## config.mk

```make
export PLATFORM = sky130hd
export DESIGN_NAME = id_decoder_flat
export DESIGN_NICKNAME = d
export VERILOG_FILES = /design/src/id_pkg.sv /design/src/id_dec_if.sv /design/src/id_decoder.sv /design/src/flat_wrapper.sv
export VERILOG_INCLUDE_DIRS = /design/src /design/src/src
export SDC_FILE = /design/constraint.sdc
export NUM_CORES = 1
export LEC_CHECK = 0
export ABC_AREA = 0
export BUFFER_PORTS_ARGS = -buffer_cell sky130_fd_sc_hd__buf_2
export CAP_MARGIN = 25
export CORE_MARGIN = 2
export CORE_UTILIZATION = 41
export DETAILED_ROUTE_END_ITERATION = 8
export PLACE_DENSITY = 0.9
export SYNTH_ARGS = -nofsm -noshare
export SYNTH_HDL_FRONTEND = slang
export SYNTH_SLANG_ARGS = --single-unit
```

## constraint.sdc

```tcl
create_clock -name vclk -period 4.07
set_input_delay 0.407 -clock vclk [all_inputs]
set_output_delay 0.407 -clock vclk [all_outputs]
set_load 0.02 [all_outputs]
```

## src/id_consts.svh

```systemverilog
// decode stage constants: widths, register count, opcodes, alu/mem op codes, ebreak source
`ifndef ID_CONSTS_SVH
`define ID_CONSTS_SVH

`define ID_XLEN        64
`define ID_INST_W      32
`define ID_GPR_ADDR_W  5
`define ID_NUM_GPR     32
`define ID_EBREAK_SRC  5'd10  // a0

// opcodes, base integer subset
`define ID_OPC_LUI       7'b0110111
`define ID_OPC_AUIPC     7'b0010111
`define ID_OPC_JAL       7'b1101111
`define ID_OPC_JALR      7'b1100111
`define ID_OPC_BRANCH    7'b1100011
`define ID_OPC_LOAD      7'b0000011
`define ID_OPC_STORE     7'b0100011
`define ID_OPC_OP_IMM    7'b0010011
`define ID_OPC_OP        7'b0110011
`define ID_OPC_OP_IMM_32 7'b0011011
`define ID_OPC_OP_32     7'b0111011
`define ID_OPC_SYSTEM    7'b1110011
`define ID_INST_EBREAK   32'h0010_0073

`define ID_ALU_ADD   4'd0
`define ID_ALU_SUB   4'd1
`define ID_ALU_SLL   4'd2
`define ID_ALU_SLT   4'd3
`define ID_ALU_SLTU  4'd4
`define ID_ALU_XOR   4'd5
`define ID_ALU_SRL   4'd6
`define ID_ALU_SRA   4'd7
`define ID_ALU_OR    4'd8
`define ID_ALU_AND   4'd9
`define ID_ALU_COPY2 4'd10  // pass operand 2, lui

// load/store funct3
`define ID_MEM_B  3'b000
`define ID_MEM_H  3'b001
`define ID_MEM_W  3'b010
`define ID_MEM_D  3'b011
`define ID_MEM_BU 3'b100
`define ID_MEM_HU 3'b101
`define ID_MEM_WU 3'b110

`define ID_SRC2_RS2  2'd0
`define ID_SRC2_IMM  2'd1
`define ID_SRC2_FOUR 2'd2

`endif

```

## src/id_pkg.sv

```systemverilog
// id_pkg: shared vector typedefs for the decode stage
`default_nettype none

`include "id_consts.svh"

package id_pkg;

  // data and address
  typedef logic [`ID_XLEN-1:0] xlen_t;
  typedef logic [`ID_XLEN-1:0] pc_t;
  typedef logic [`ID_INST_W-1:0] inst_t;

  typedef logic [`ID_GPR_ADDR_W-1:0] gpr_addr_t;

  // control fields handed to execute
  typedef logic [3:0] alu_op_t;
  typedef logic [2:0] mem_op_t;   // load/store funct3
  typedef logic [2:0] br_func_t;  // branch funct3
  typedef logic [1:0] src2_sel_t;

endpackage

`default_nettype wire

```

## src/id_dec_if.sv

```systemverilog
// id_dec_if: decoder results toward register file, interlock and branch resolver
`timescale 1ns/10ps
`default_nettype none

interface id_dec_if import id_pkg::*; ();

  gpr_addr_t rs1;
  gpr_addr_t rs2;
  xlen_t     imm;
  logic      br_en;
  br_func_t  br_func;
  logic      is_jal;
  logic      is_jalr;
  logic      is_ebreak;

  modport dec (
    output rs1, rs2, imm, br_en, br_func, is_jal, is_jalr, is_ebreak
  );

  modport gpr (input rs1, rs2);

  modport hazard (input rs1, rs2, is_ebreak);

  modport bru (input imm, br_en, br_func, is_jal, is_jalr);

endinterface

`default_nettype wire

```

## src/id_decoder.sv

```systemverilog
// id_decoder: rv64i field extraction, immediates and control decode
`timescale 1ns/10ps
`default_nettype none

`include "id_consts.svh"

module id_decoder import id_pkg::*; (
  input  inst_t      i_inst,
  id_dec_if.dec      dec,
  output gpr_addr_t  o_rd,
  output alu_op_t    o_alu_op,
  output logic       o_alu_src1_pc,
  output src2_sel_t  o_alu_src2_sel,
  output logic       o_alu_word,
  output logic       o_gpr_wen,
  output logic       o_mem_ren,
  output logic       o_mem_wen,
  output mem_op_t    o_mem_op,
  output logic       o_invalid_inst
);

  logic [6:0] opcode;
  logic [2:0] funct3;
  logic [6:0] funct7;
  xlen_t      imm_i, imm_s, imm_b, imm_u, imm_j;
  xlen_t      imm;
  logic       use_rs1, use_rs2;
  logic       br_en, is_jal, is_jalr, is_ebreak;
  logic       sh_bad, op_bad, w_bad;

  // shared by op, op-imm and their word forms
  function automatic alu_op_t alu_from_f3(input logic [2:0] f3, input logic alt);
    case (f3)
      3'b000:  alu_from_f3 = alt ? `ID_ALU_SUB : `ID_ALU_ADD;
      3'b001:  alu_from_f3 = `ID_ALU_SLL;
      3'b010:  alu_from_f3 = `ID_ALU_SLT;
      3'b011:  alu_from_f3 = `ID_ALU_SLTU;
      3'b100:  alu_from_f3 = `ID_ALU_XOR;
      3'b101:  alu_from_f3 = alt ? `ID_ALU_SRA : `ID_ALU_SRL;
      3'b110:  alu_from_f3 = `ID_ALU_OR;
      default: alu_from_f3 = `ID_ALU_AND;
    endcase
  endfunction

  assign opcode = i_inst[6:0];
  assign funct3 = i_inst[14:12];
  assign funct7 = i_inst[31:25];

  assign imm_i = {{(`ID_XLEN-12){i_inst[31]}}, i_inst[31:20]};
  assign imm_s = {{(`ID_XLEN-12){i_inst[31]}}, i_inst[31:25], i_inst[11:7]};
  assign imm_b = {{(`ID_XLEN-12){i_inst[31]}}, i_inst[7], i_inst[30:25], i_inst[11:8], 1'b0};
  assign imm_u = {{(`ID_XLEN-32){i_inst[31]}}, i_inst[31:12], 12'b0};
  assign imm_j = {{(`ID_XLEN-20){i_inst[31]}}, i_inst[19:12], i_inst[20], i_inst[30:21], 1'b0};

  // illegal shift/funct7 patterns
  assign sh_bad = (funct3 == 3'b001 && i_inst[31:26] != '0) ||
                  (funct3 == 3'b101 && {i_inst[31], i_inst[29:26]} != '0);
  assign op_bad = !(funct7 == 7'b0 || (funct7 == 7'b0100000 && funct3 inside {3'b000, 3'b101}));
  assign w_bad  = !(funct3 inside {3'b000, 3'b001, 3'b101});

  always_comb begin
    o_alu_op       = `ID_ALU_ADD;
    o_alu_src1_pc  = 1'b0;
    o_alu_src2_sel = `ID_SRC2_RS2;
    o_alu_word     = 1'b0;
    o_gpr_wen      = 1'b0;
    o_mem_ren      = 1'b0;
    o_mem_wen      = 1'b0;
    o_invalid_inst = 1'b0;
    imm            = imm_i;
    use_rs1        = 1'b0;
    use_rs2        = 1'b0;
    br_en          = 1'b0;
    is_jal         = 1'b0;
    is_jalr        = 1'b0;
    is_ebreak      = 1'b0;
    case (opcode)
      `ID_OPC_LUI: begin
        o_alu_op = `ID_ALU_COPY2;
        o_alu_src2_sel = `ID_SRC2_IMM;
        imm = imm_u;
        o_gpr_wen = 1'b1;
      end
      `ID_OPC_AUIPC: begin
        o_alu_src1_pc = 1'b1;
        o_alu_src2_sel = `ID_SRC2_IMM;
        imm = imm_u;
        o_gpr_wen = 1'b1;
      end
      `ID_OPC_JAL, `ID_OPC_JALR: begin
        o_alu_src1_pc = 1'b1;
        o_alu_src2_sel = `ID_SRC2_FOUR;  // link = pc + 4
        o_gpr_wen = 1'b1;
        is_jal = (opcode == `ID_OPC_JAL);
        is_jalr = (opcode == `ID_OPC_JALR);
        imm = is_jal ? imm_j : imm_i;
        use_rs1 = is_jalr;
        o_invalid_inst = is_jalr && funct3 != 3'b000;
      end
      `ID_OPC_BRANCH: begin
        imm = imm_b;
        use_rs1 = 1'b1;
        use_rs2 = 1'b1;
        br_en = 1'b1;
        o_invalid_inst = (funct3[2:1] == 2'b01);
      end
      `ID_OPC_LOAD: begin
        o_alu_src2_sel = `ID_SRC2_IMM;
        use_rs1 = 1'b1;
        o_mem_ren = 1'b1;
        o_gpr_wen = 1'b1;
        o_invalid_inst = !(funct3 inside {`ID_MEM_B, `ID_MEM_H, `ID_MEM_W, `ID_MEM_D,
                                          `ID_MEM_BU, `ID_MEM_HU, `ID_MEM_WU});
      end
      `ID_OPC_STORE: begin
        o_alu_src2_sel = `ID_SRC2_IMM;
        imm = imm_s;
        use_rs1 = 1'b1;
        use_rs2 = 1'b1;
        o_mem_wen = 1'b1;
        o_invalid_inst = !(funct3 inside {`ID_MEM_B, `ID_MEM_H, `ID_MEM_W, `ID_MEM_D});
      end
      `ID_OPC_OP_IMM, `ID_OPC_OP_IMM_32: begin
        o_alu_src2_sel = `ID_SRC2_IMM;
        o_alu_word = (opcode == `ID_OPC_OP_IMM_32);
        o_alu_op = alu_from_f3(funct3, funct3 == 3'b101 && i_inst[30]);
        use_rs1 = 1'b1;
        o_gpr_wen = 1'b1;
        // word shifts only have a 5-bit shamt
        o_invalid_inst = sh_bad || (o_alu_word && (w_bad || (funct3 != 3'b000 && i_inst[25])));
      end
      `ID_OPC_OP, `ID_OPC_OP_32: begin
        o_alu_word = (opcode == `ID_OPC_OP_32);
        o_alu_op = alu_from_f3(funct3, i_inst[30]);
        use_rs1 = 1'b1;
        use_rs2 = 1'b1;
        o_gpr_wen = 1'b1;
        o_invalid_inst = op_bad || (o_alu_word && w_bad);
      end
      `ID_OPC_SYSTEM: begin
        is_ebreak = (i_inst == `ID_INST_EBREAK);
        o_invalid_inst = !is_ebreak;
      end
      default: o_invalid_inst = 1'b1;
    endcase
    if (o_invalid_inst) begin
      o_gpr_wen = 1'b0;
      o_mem_ren = 1'b0;
      o_mem_wen = 1'b0;
      br_en     = 1'b0;
      is_jal    = 1'b0;
      is_jalr   = 1'b0;
      use_rs1   = 1'b0;
      use_rs2   = 1'b0;
    end
  end

  assign dec.rs1       = is_ebreak ? `ID_EBREAK_SRC : (use_rs1 ? i_inst[19:15] : '0);
  assign dec.rs2       = use_rs2 ? i_inst[24:20] : '0;
  assign dec.imm       = imm;
  assign dec.br_en     = br_en;
  assign dec.br_func   = funct3;
  assign dec.is_jal    = is_jal;
  assign dec.is_jalr   = is_jalr;
  assign dec.is_ebreak = is_ebreak;

  assign o_rd     = o_gpr_wen ? i_inst[11:7] : '0;  // 0 means no write downstream
  assign o_mem_op = funct3;

endmodule

`default_nettype wire

```

## src/flat_wrapper.sv

```systemverilog
// flat-port wrapper written by rule: the top's interface ports become plain ports
module id_decoder_flat import id_pkg::*;
  (i_inst, o_rd, o_alu_op, o_alu_src1_pc, o_alu_src2_sel, o_alu_word, o_gpr_wen, o_mem_ren, o_mem_wen, o_mem_op, o_invalid_inst, dec_rs1, dec_rs2, dec_imm, dec_br_en, dec_br_func, dec_is_jal, dec_is_jalr, dec_is_ebreak);
  id_dec_if dec_i ();
  input  inst_t i_inst;
  output gpr_addr_t o_rd;
  output alu_op_t o_alu_op;
  output logic o_alu_src1_pc;
  output src2_sel_t o_alu_src2_sel;
  output logic o_alu_word;
  output logic o_gpr_wen;
  output logic o_mem_ren;
  output logic o_mem_wen;
  output mem_op_t o_mem_op;
  output logic o_invalid_inst;
  output wire logic [$bits(dec_i.rs1)-1:0] dec_rs1;
  output wire logic [$bits(dec_i.rs2)-1:0] dec_rs2;
  output wire logic [$bits(dec_i.imm)-1:0] dec_imm;
  output wire logic [$bits(dec_i.br_en)-1:0] dec_br_en;
  output wire logic [$bits(dec_i.br_func)-1:0] dec_br_func;
  output wire logic [$bits(dec_i.is_jal)-1:0] dec_is_jal;
  output wire logic [$bits(dec_i.is_jalr)-1:0] dec_is_jalr;
  output wire logic [$bits(dec_i.is_ebreak)-1:0] dec_is_ebreak;
  assign dec_rs1 = dec_i.rs1;
  assign dec_rs2 = dec_i.rs2;
  assign dec_imm = dec_i.imm;
  assign dec_br_en = dec_i.br_en;
  assign dec_br_func = dec_i.br_func;
  assign dec_is_jal = dec_i.is_jal;
  assign dec_is_jalr = dec_i.is_jalr;
  assign dec_is_ebreak = dec_i.is_ebreak;
  id_decoder u_core (.i_inst(i_inst), .dec(dec_i), .o_rd(o_rd), .o_alu_op(o_alu_op), .o_alu_src1_pc(o_alu_src1_pc), .o_alu_src2_sel(o_alu_src2_sel), .o_alu_word(o_alu_word), .o_gpr_wen(o_gpr_wen), .o_mem_ren(o_mem_ren), .o_mem_wen(o_mem_wen), .o_mem_op(o_mem_op), .o_invalid_inst(o_invalid_inst));
endmodule
```

Word-level counts from Yosys, hierarchy flattened
Index checks and enable logic that the tools add are counted.
{ "word_totals": {"inputBits": 32, "word_cells": 91, "regBits": 0, "out_inout_bits": 101} }
{ "classes": {"n_reduce_logical": 36, "eq_ne": 21, "mux": 34} }
{ "ops": {"columns": ["op", "count"], "rows": [
  ["one-hot mux 31 bit (4 select lines)", 1],
  ["one-hot mux 4 bit (7 select lines)", 2],
  ["equality test 7 x 6 -> 1 bit (second input constant)", 5],
  ["equality test 32 x 21 -> 1 bit (second input constant)", 1],
  ["equality test 7 bit (second input constant)", 4],
  ["equality test 7 x 5 -> 1 bit (second input constant)", 3],
  ["two-way mux 1 bit", 21],
  ["two-way mux 20 bit", 1],
  ["two-way mux 5 bit", 4],
  ["one-hot mux 4 bit (3 select lines)", 1],
  ["equality test 3 bit (second input constant)", 3],
  ["OR reduction 9 bit", 1],
  ["logical AND 1 bit", 8],
  ["one-hot mux 1 bit (8 select lines)", 1],
  ["OR reduction 2 bit", 4],
  ["equality test 7 x 2 -> 1 bit (second input constant)", 1],
  ["zero test 7 bit", 1],
  ["nonzero test 7 bit", 1],
  ["OR reduction 7 bit", 1],
  ["equality test 3 x 2 -> 1 bit (second input constant)", 2],
  ["nonzero test 3 bit", 2],
  ["nonzero test 6 bit", 1],
  ["OR reduction 6 bit", 1],
  ["zero test 1 bit", 5],
  ["other kinds (11)", 16]
]} }

Logic depth before layout (Yosys ltp)
{ "logic_depth": {"word_depth": 10, "ltp_mapped": 9, "mapped_depth_nobuf": 6} }

Least setup slack after synthesis
Ideal clock, no wire load.
{ "synth_timing": {"path_kind": "input-to-output", "start": "input port i_inst[12]", "end": "output port dec_rs1[1]", "slack_ns": 1.614, "n_path_buf": 1, "cell_stages": 5, "t_arrival_ns": 2.049, "t_required_ns": 3.663, "path_cell_list": "buf_2 > nor3_2 > nand3_1 > nor4_1 > a31o_1"} }
{ "synth_between": {"word_cells_on_any_way": 35, "classes_between": "eq/ne: 7; mux: 5; reduce/logical: 23"} }
{ "synth_rtl": {"columns": ["element", "line_no", "source"], "rows": [
  ["from (decl)", "flat_wrapper.sv:5", "input inst_t i_inst;"],
  ["equality test 32 x 21 -> 1 bit (no line)", null, null],
  ["two-way mux 1 bit", "id_decoder.sv:77", "case (opcode)"],
  ["via dec_is_ebreak", "flat_wrapper.sv:23", "output wire logic [$bits(dec_i.is_ebreak)-1:0] dec_is_ebreak;"],
  ["two-way mux 5 bit", "id_decoder.sv:158", "assign dec.rs1 = is_ebreak ? `ID_EBREAK_SRC : (use_rs1 ? i_inst[19:15] : '0);"],
  ["to (decl)", "flat_wrapper.sv:16", "output wire logic [$bits(dec_i.rs1)-1:0] dec_rs1;"]
]} }
The timed path passes the listed nets, and every way through them passes these cells.

Worst setup path in the final report
{ "layout_timing": {"start": "input port i_inst[31]", "end": "output port dec_is_jalr"} }
{ "layout_between": {"elab_chain_len": 7, "word_cells_on_any_way": 16, "classes_between": "eq/ne: 2; mux: 2; reduce/logical: 12"} }
{ "layout_lines": {"columns": ["element", "line_no", "source"], "rows": [
  ["equality test 7 x 6 -> 1 bit", "id_decoder.sv:58", "assign op_bad = !(funct7 == 7'b0 || (funct7 == 7'b0100000 && funct3 inside {3'b000, 3'b101}));"],
  ["logical AND 1 bit", "id_decoder.sv:58", null],
  ["logical OR 1 bit", "id_decoder.sv:58", null],
  ["zero test 1 bit", "id_decoder.sv:58", null],
  ["logical OR 1 bit", "id_decoder.sv:138", "o_invalid_inst = op_bad || (o_alu_word && w_bad);"],
  ["one-hot mux 1 bit (8 select lines) (*)", "id_decoder.sv:77", null],
  ["two-way mux 1 bit (*)", "id_decoder.sv:146", "if (o_invalid_inst) begin"],
  ["to (decl)", "flat_wrapper.sv:22", "output wire logic [$bits(dec_i.is_jalr)-1:0] dec_is_jalr;"]
]} }
Every way passes the cells marked *; elsewhere a longest branch is shown, timed or not.

==> results.txt <==
The detailed-router iteration count before antenna repair came out at 4. The total overflow reported by the global router is 0. The DRC marker count from the first detailed-route iteration came out at 109. The fraction of final layout cells with drive strength greater than 1 is 0.519. In this run the worst setup path begins at i_inst[31]. For the final routed database, the setup TNS stands at 0 ps. The final count of pins violating max slew is 0. The final setup violation count came out at 0. Of the total power, the clock network draws 0. The height of the die is 61.1 um. Leaving out fill and tap cells, the most frequent cells in the layout are sky130_fd_sc_hd__buf_2, sky130_fd_sc_hd__nand2_1, sky130_fd_sc_hd__o21ai_0. Dividing the detail-routed via count by the number of cells gives between 5 and 6. The number of different library cells in the post-synthesis netlist came out at 45. The worst-margin pin slew is 953 ps.

Final hold analysis gives a worst-case slack of 1170 ps. The worst min-delay path startpoint is i_inst[29]. The area of all sequential standard cells came out at 0 um^2. The synthesized instance count came out at 204. Of the total synthesized cell area, the portion taken by AND, OR, NAND and NOR gates is 0.411. The number of hold violations in the final report is 0. The total of fill cells in the finished design came out at 319. The critical path capture point type is an output pin. The first-pass GRT wire length came out at 6450 um. The number of nets in the finished design is 319. Summing all non-filler instances in the final layout gives an area of 1690 um^2. Static timing analysis puts the maximum clock frequency at 374 MHz.

The count of buffers added by post-CTS timing repair for setup came out at 0. The combined global-route utilization of all metal layers is 0.218. The path type of the worst min-delay path is in2out. The post-layout minimum cycle time is 2670 ps. Of the post-synthesis cell area, the dominant cell type holds 0.230. The row count is 20.

The via count of the first global-routing pass is 1335. The switching portion of total power came out at 0.664. The post-synthesis to final-layout area growth came out at 26.3%. The quantity of hold-fixing buffers added after cts came out at 0. The antenna cell count came out at 0. STA puts the critical path data required time at around 3700 ps. The combinational cell fraction of total power is 1.000. The share of total power in sequential cells is 0. The post-route antenna net violation count came out at 0. The cell area reported after detailed placement came out at 1690 um^2. For this configuration, the core starts out at a cell density of 0.434. The core area came out at 3080 um^2. By area the synthesized netlist is led by sky130_fd_sc_hd__buf_4, sky130_fd_sc_hd__a21o_1, sky130_fd_sc_hd__and3_1. The number of ports placed on the die boundary came out at 133.

Setup repair after global routing left no endpoint under its margin. The final layout contains routed wiring with a total length of between 4000 and 5000 um. The layout clock buffer count is 0.

The run finished with clean final reports. Counting every net in the synthesized netlist gives 236. The number of vias after detailed routing came out at about 1700.

Of the total synthesized cell area, the portion taken by XOR and XNOR cells is 0. Dividing the final minimum period by the clock period gives 0.657. The kind of start point of the critical path is an input port. The die width came out at 61.1 um. The internal power component came out at 0.0631 mW. The layout sequential cell count came out at 0. The area fraction in compound gates after synthesis was 0.274.

The synthesized design spends more area on one cell type than any other, namely sky130_fd_sc_hd__buf_4. The count of cells resized by post-cts repair came out at 0. In this run the static leakage power is 1.04 nW. The total of buffers placed on input and output ports is 133.

The HPWL after detailed placement is between 3000 and 4000 um. Dividing the synthesized area by the synthesized cell count gives 6.55 um^2. The highest net fanout along the worst path is 38. After synthesis the cells add up to approximately 1300 um^2.

The adder-cell share of the synthesized area came out at 0. Leaving out fill and tap cells, the most frequent cell in the layout is sky130_fd_sc_hd__buf_2. The die outline area came out at 3730 um^2. The worst supply voltage drop on vdd came out at 0.108 mV.

The multiplexer share of the synthesized area is 0.0150. The number of antenna violations at the first check in global routing is 0. In the routed design, unresolved DRC markers number 0. The worst path arrival time came out at 2270 ps. Entering global routing, the biggest net connects 39 pins. The worst slew margin relative to its limit came out at 0.363.

The final core utilization came out at 0.548. By area, the combinational part of the netlist is dominated by simple AND/OR/NAND/NOR gates. The final weighted congestion in routability-driven placement came out at 0.911. The Yosys step of the flow raised 0 warnings. Of the synthesized area, sequential elements account for 0.

After detailed routing, the average wire length per cell comes to 13.4 um. Across the run, the number of max-cap violations was 0. The ratio of total power to cell area came out at about 110 nW/um^2.

The classification of the worst setup path is in2out. The switching power total is 0.125 mW.
-- metal layers --
layer  part of all wire  track usage  up-vias
met4                  0       0.0155        0
met1               0.45        0.322      745
met2               0.48        0.366       78
li1                   -            -      850
met3              0.073      0.00840        0
met5                  0            0        -
-- worst max-delay path, stage by stage --
cell and delay (ps):
sky130_fd_sc_hd__buf_2 250, sky130_fd_sc_hd__nor4_2 360, sky130_fd_sc_hd__a31o_1 180, sky130_fd_sc_hd__o211ai_1 90, sky130_fd_sc_hd__o211ai_1 100, sky130_fd_sc_hd__o211a_2 420
sky130_fd_sc_hd__nor4b_2 250, sky130_fd_sc_hd__buf_2 200
-- layout make-up --
type | count | area, um^2 | share of cell area
timing repair buffer | 134 | 673 | 0.399
tap | 44 | 55.1 | 0.0326
multi-input combinational | 146 | 941 | 0.557
inverter | 5 | 18.8 | 0.0111
-- metrics by stage --
step | worst slack (ps) | cells | power (mW)
2_1_floorplan | 1610 | 204 | 0.143
6_report | 1400 | 329 | 0.188
4_1_cts | 1390 | 329 | 0.188
3_5_place_dp | 1390 | 329 | 0.187
5_1_grt | 1220 | 329 | 0.202
3_3_place_gp | 1470 | 329 | 0.185
-- cell usage after synthesis (2+ instances only) --
library cell / number
sky130_fd_sc_hd__o21ai_1: 2
sky130_fd_sc_hd__a22o_1: 5
sky130_fd_sc_hd__buf_4: 41
sky130_fd_sc_hd__clkbuf_1: 4
sky130_fd_sc_hd__or3_1: 3
sky130_fd_sc_hd__and2_1: 2
sky130_fd_sc_hd__inv_2: 2
sky130_fd_sc_hd__a21o_1: 12
sky130_fd_sc_hd__a211oi_1: 3
sky130_fd_sc_hd__nor4_1: 4
sky130_fd_sc_hd__nor4b_2: 2
sky130_fd_sc_hd__nor3_2: 2
sky130_fd_sc_hd__o21ai_0: 16
sky130_fd_sc_hd__nand2_1: 20
sky130_fd_sc_hd__nand3_1: 2
sky130_fd_sc_hd__a21oi_1: 4
sky130_fd_sc_hd__nor4_2: 2
sky130_fd_sc_hd__nand2b_1: 6
sky130_fd_sc_hd__and3_1: 14
sky130_fd_sc_hd__nor3_1: 5
sky130_fd_sc_hd__buf_6: 3
sky130_fd_sc_hd__o211ai_1: 2
sky130_fd_sc_hd__inv_1: 3
sky130_fd_sc_hd__buf_2: 5
sky130_fd_sc_hd__nor2b_1: 9
sky130_fd_sc_hd__nor2_1: 9
sky130_fd_sc_hd__a31o_1: 3
sky130_fd_sc_hd__mux2i_1: 2
-- final timing paths --
check | end | slack (ps) | cells past startpoint
worst max-delay path | dec_is_jalr | 1400 | 8
worst min-delay path | dec_imm[29] | 1170 | 3
-- kinds of logic after synthesis --
family	Yosys count
and+or+nand+nor	90
buffers and inverters	58
AOI/OAI and AO/OA	54
muxes	2
-- power groups by stage --
| stage | combinational (mW) | clock [mW] | sequential (mW) |
|---|---|---|---|
| finish | 0.188 | 0 | 0 |
| global route | 0.202 | 0 | 0 |
| CTS | 0.188 | 0 | 0 |
| detailed placement | 0.187 | 0 | 0 |
| global placement | 0.185 | 0 | 0 |
| floorplan | 0.143 | 0 | 0 |
(Power assumes the default switching activity.)
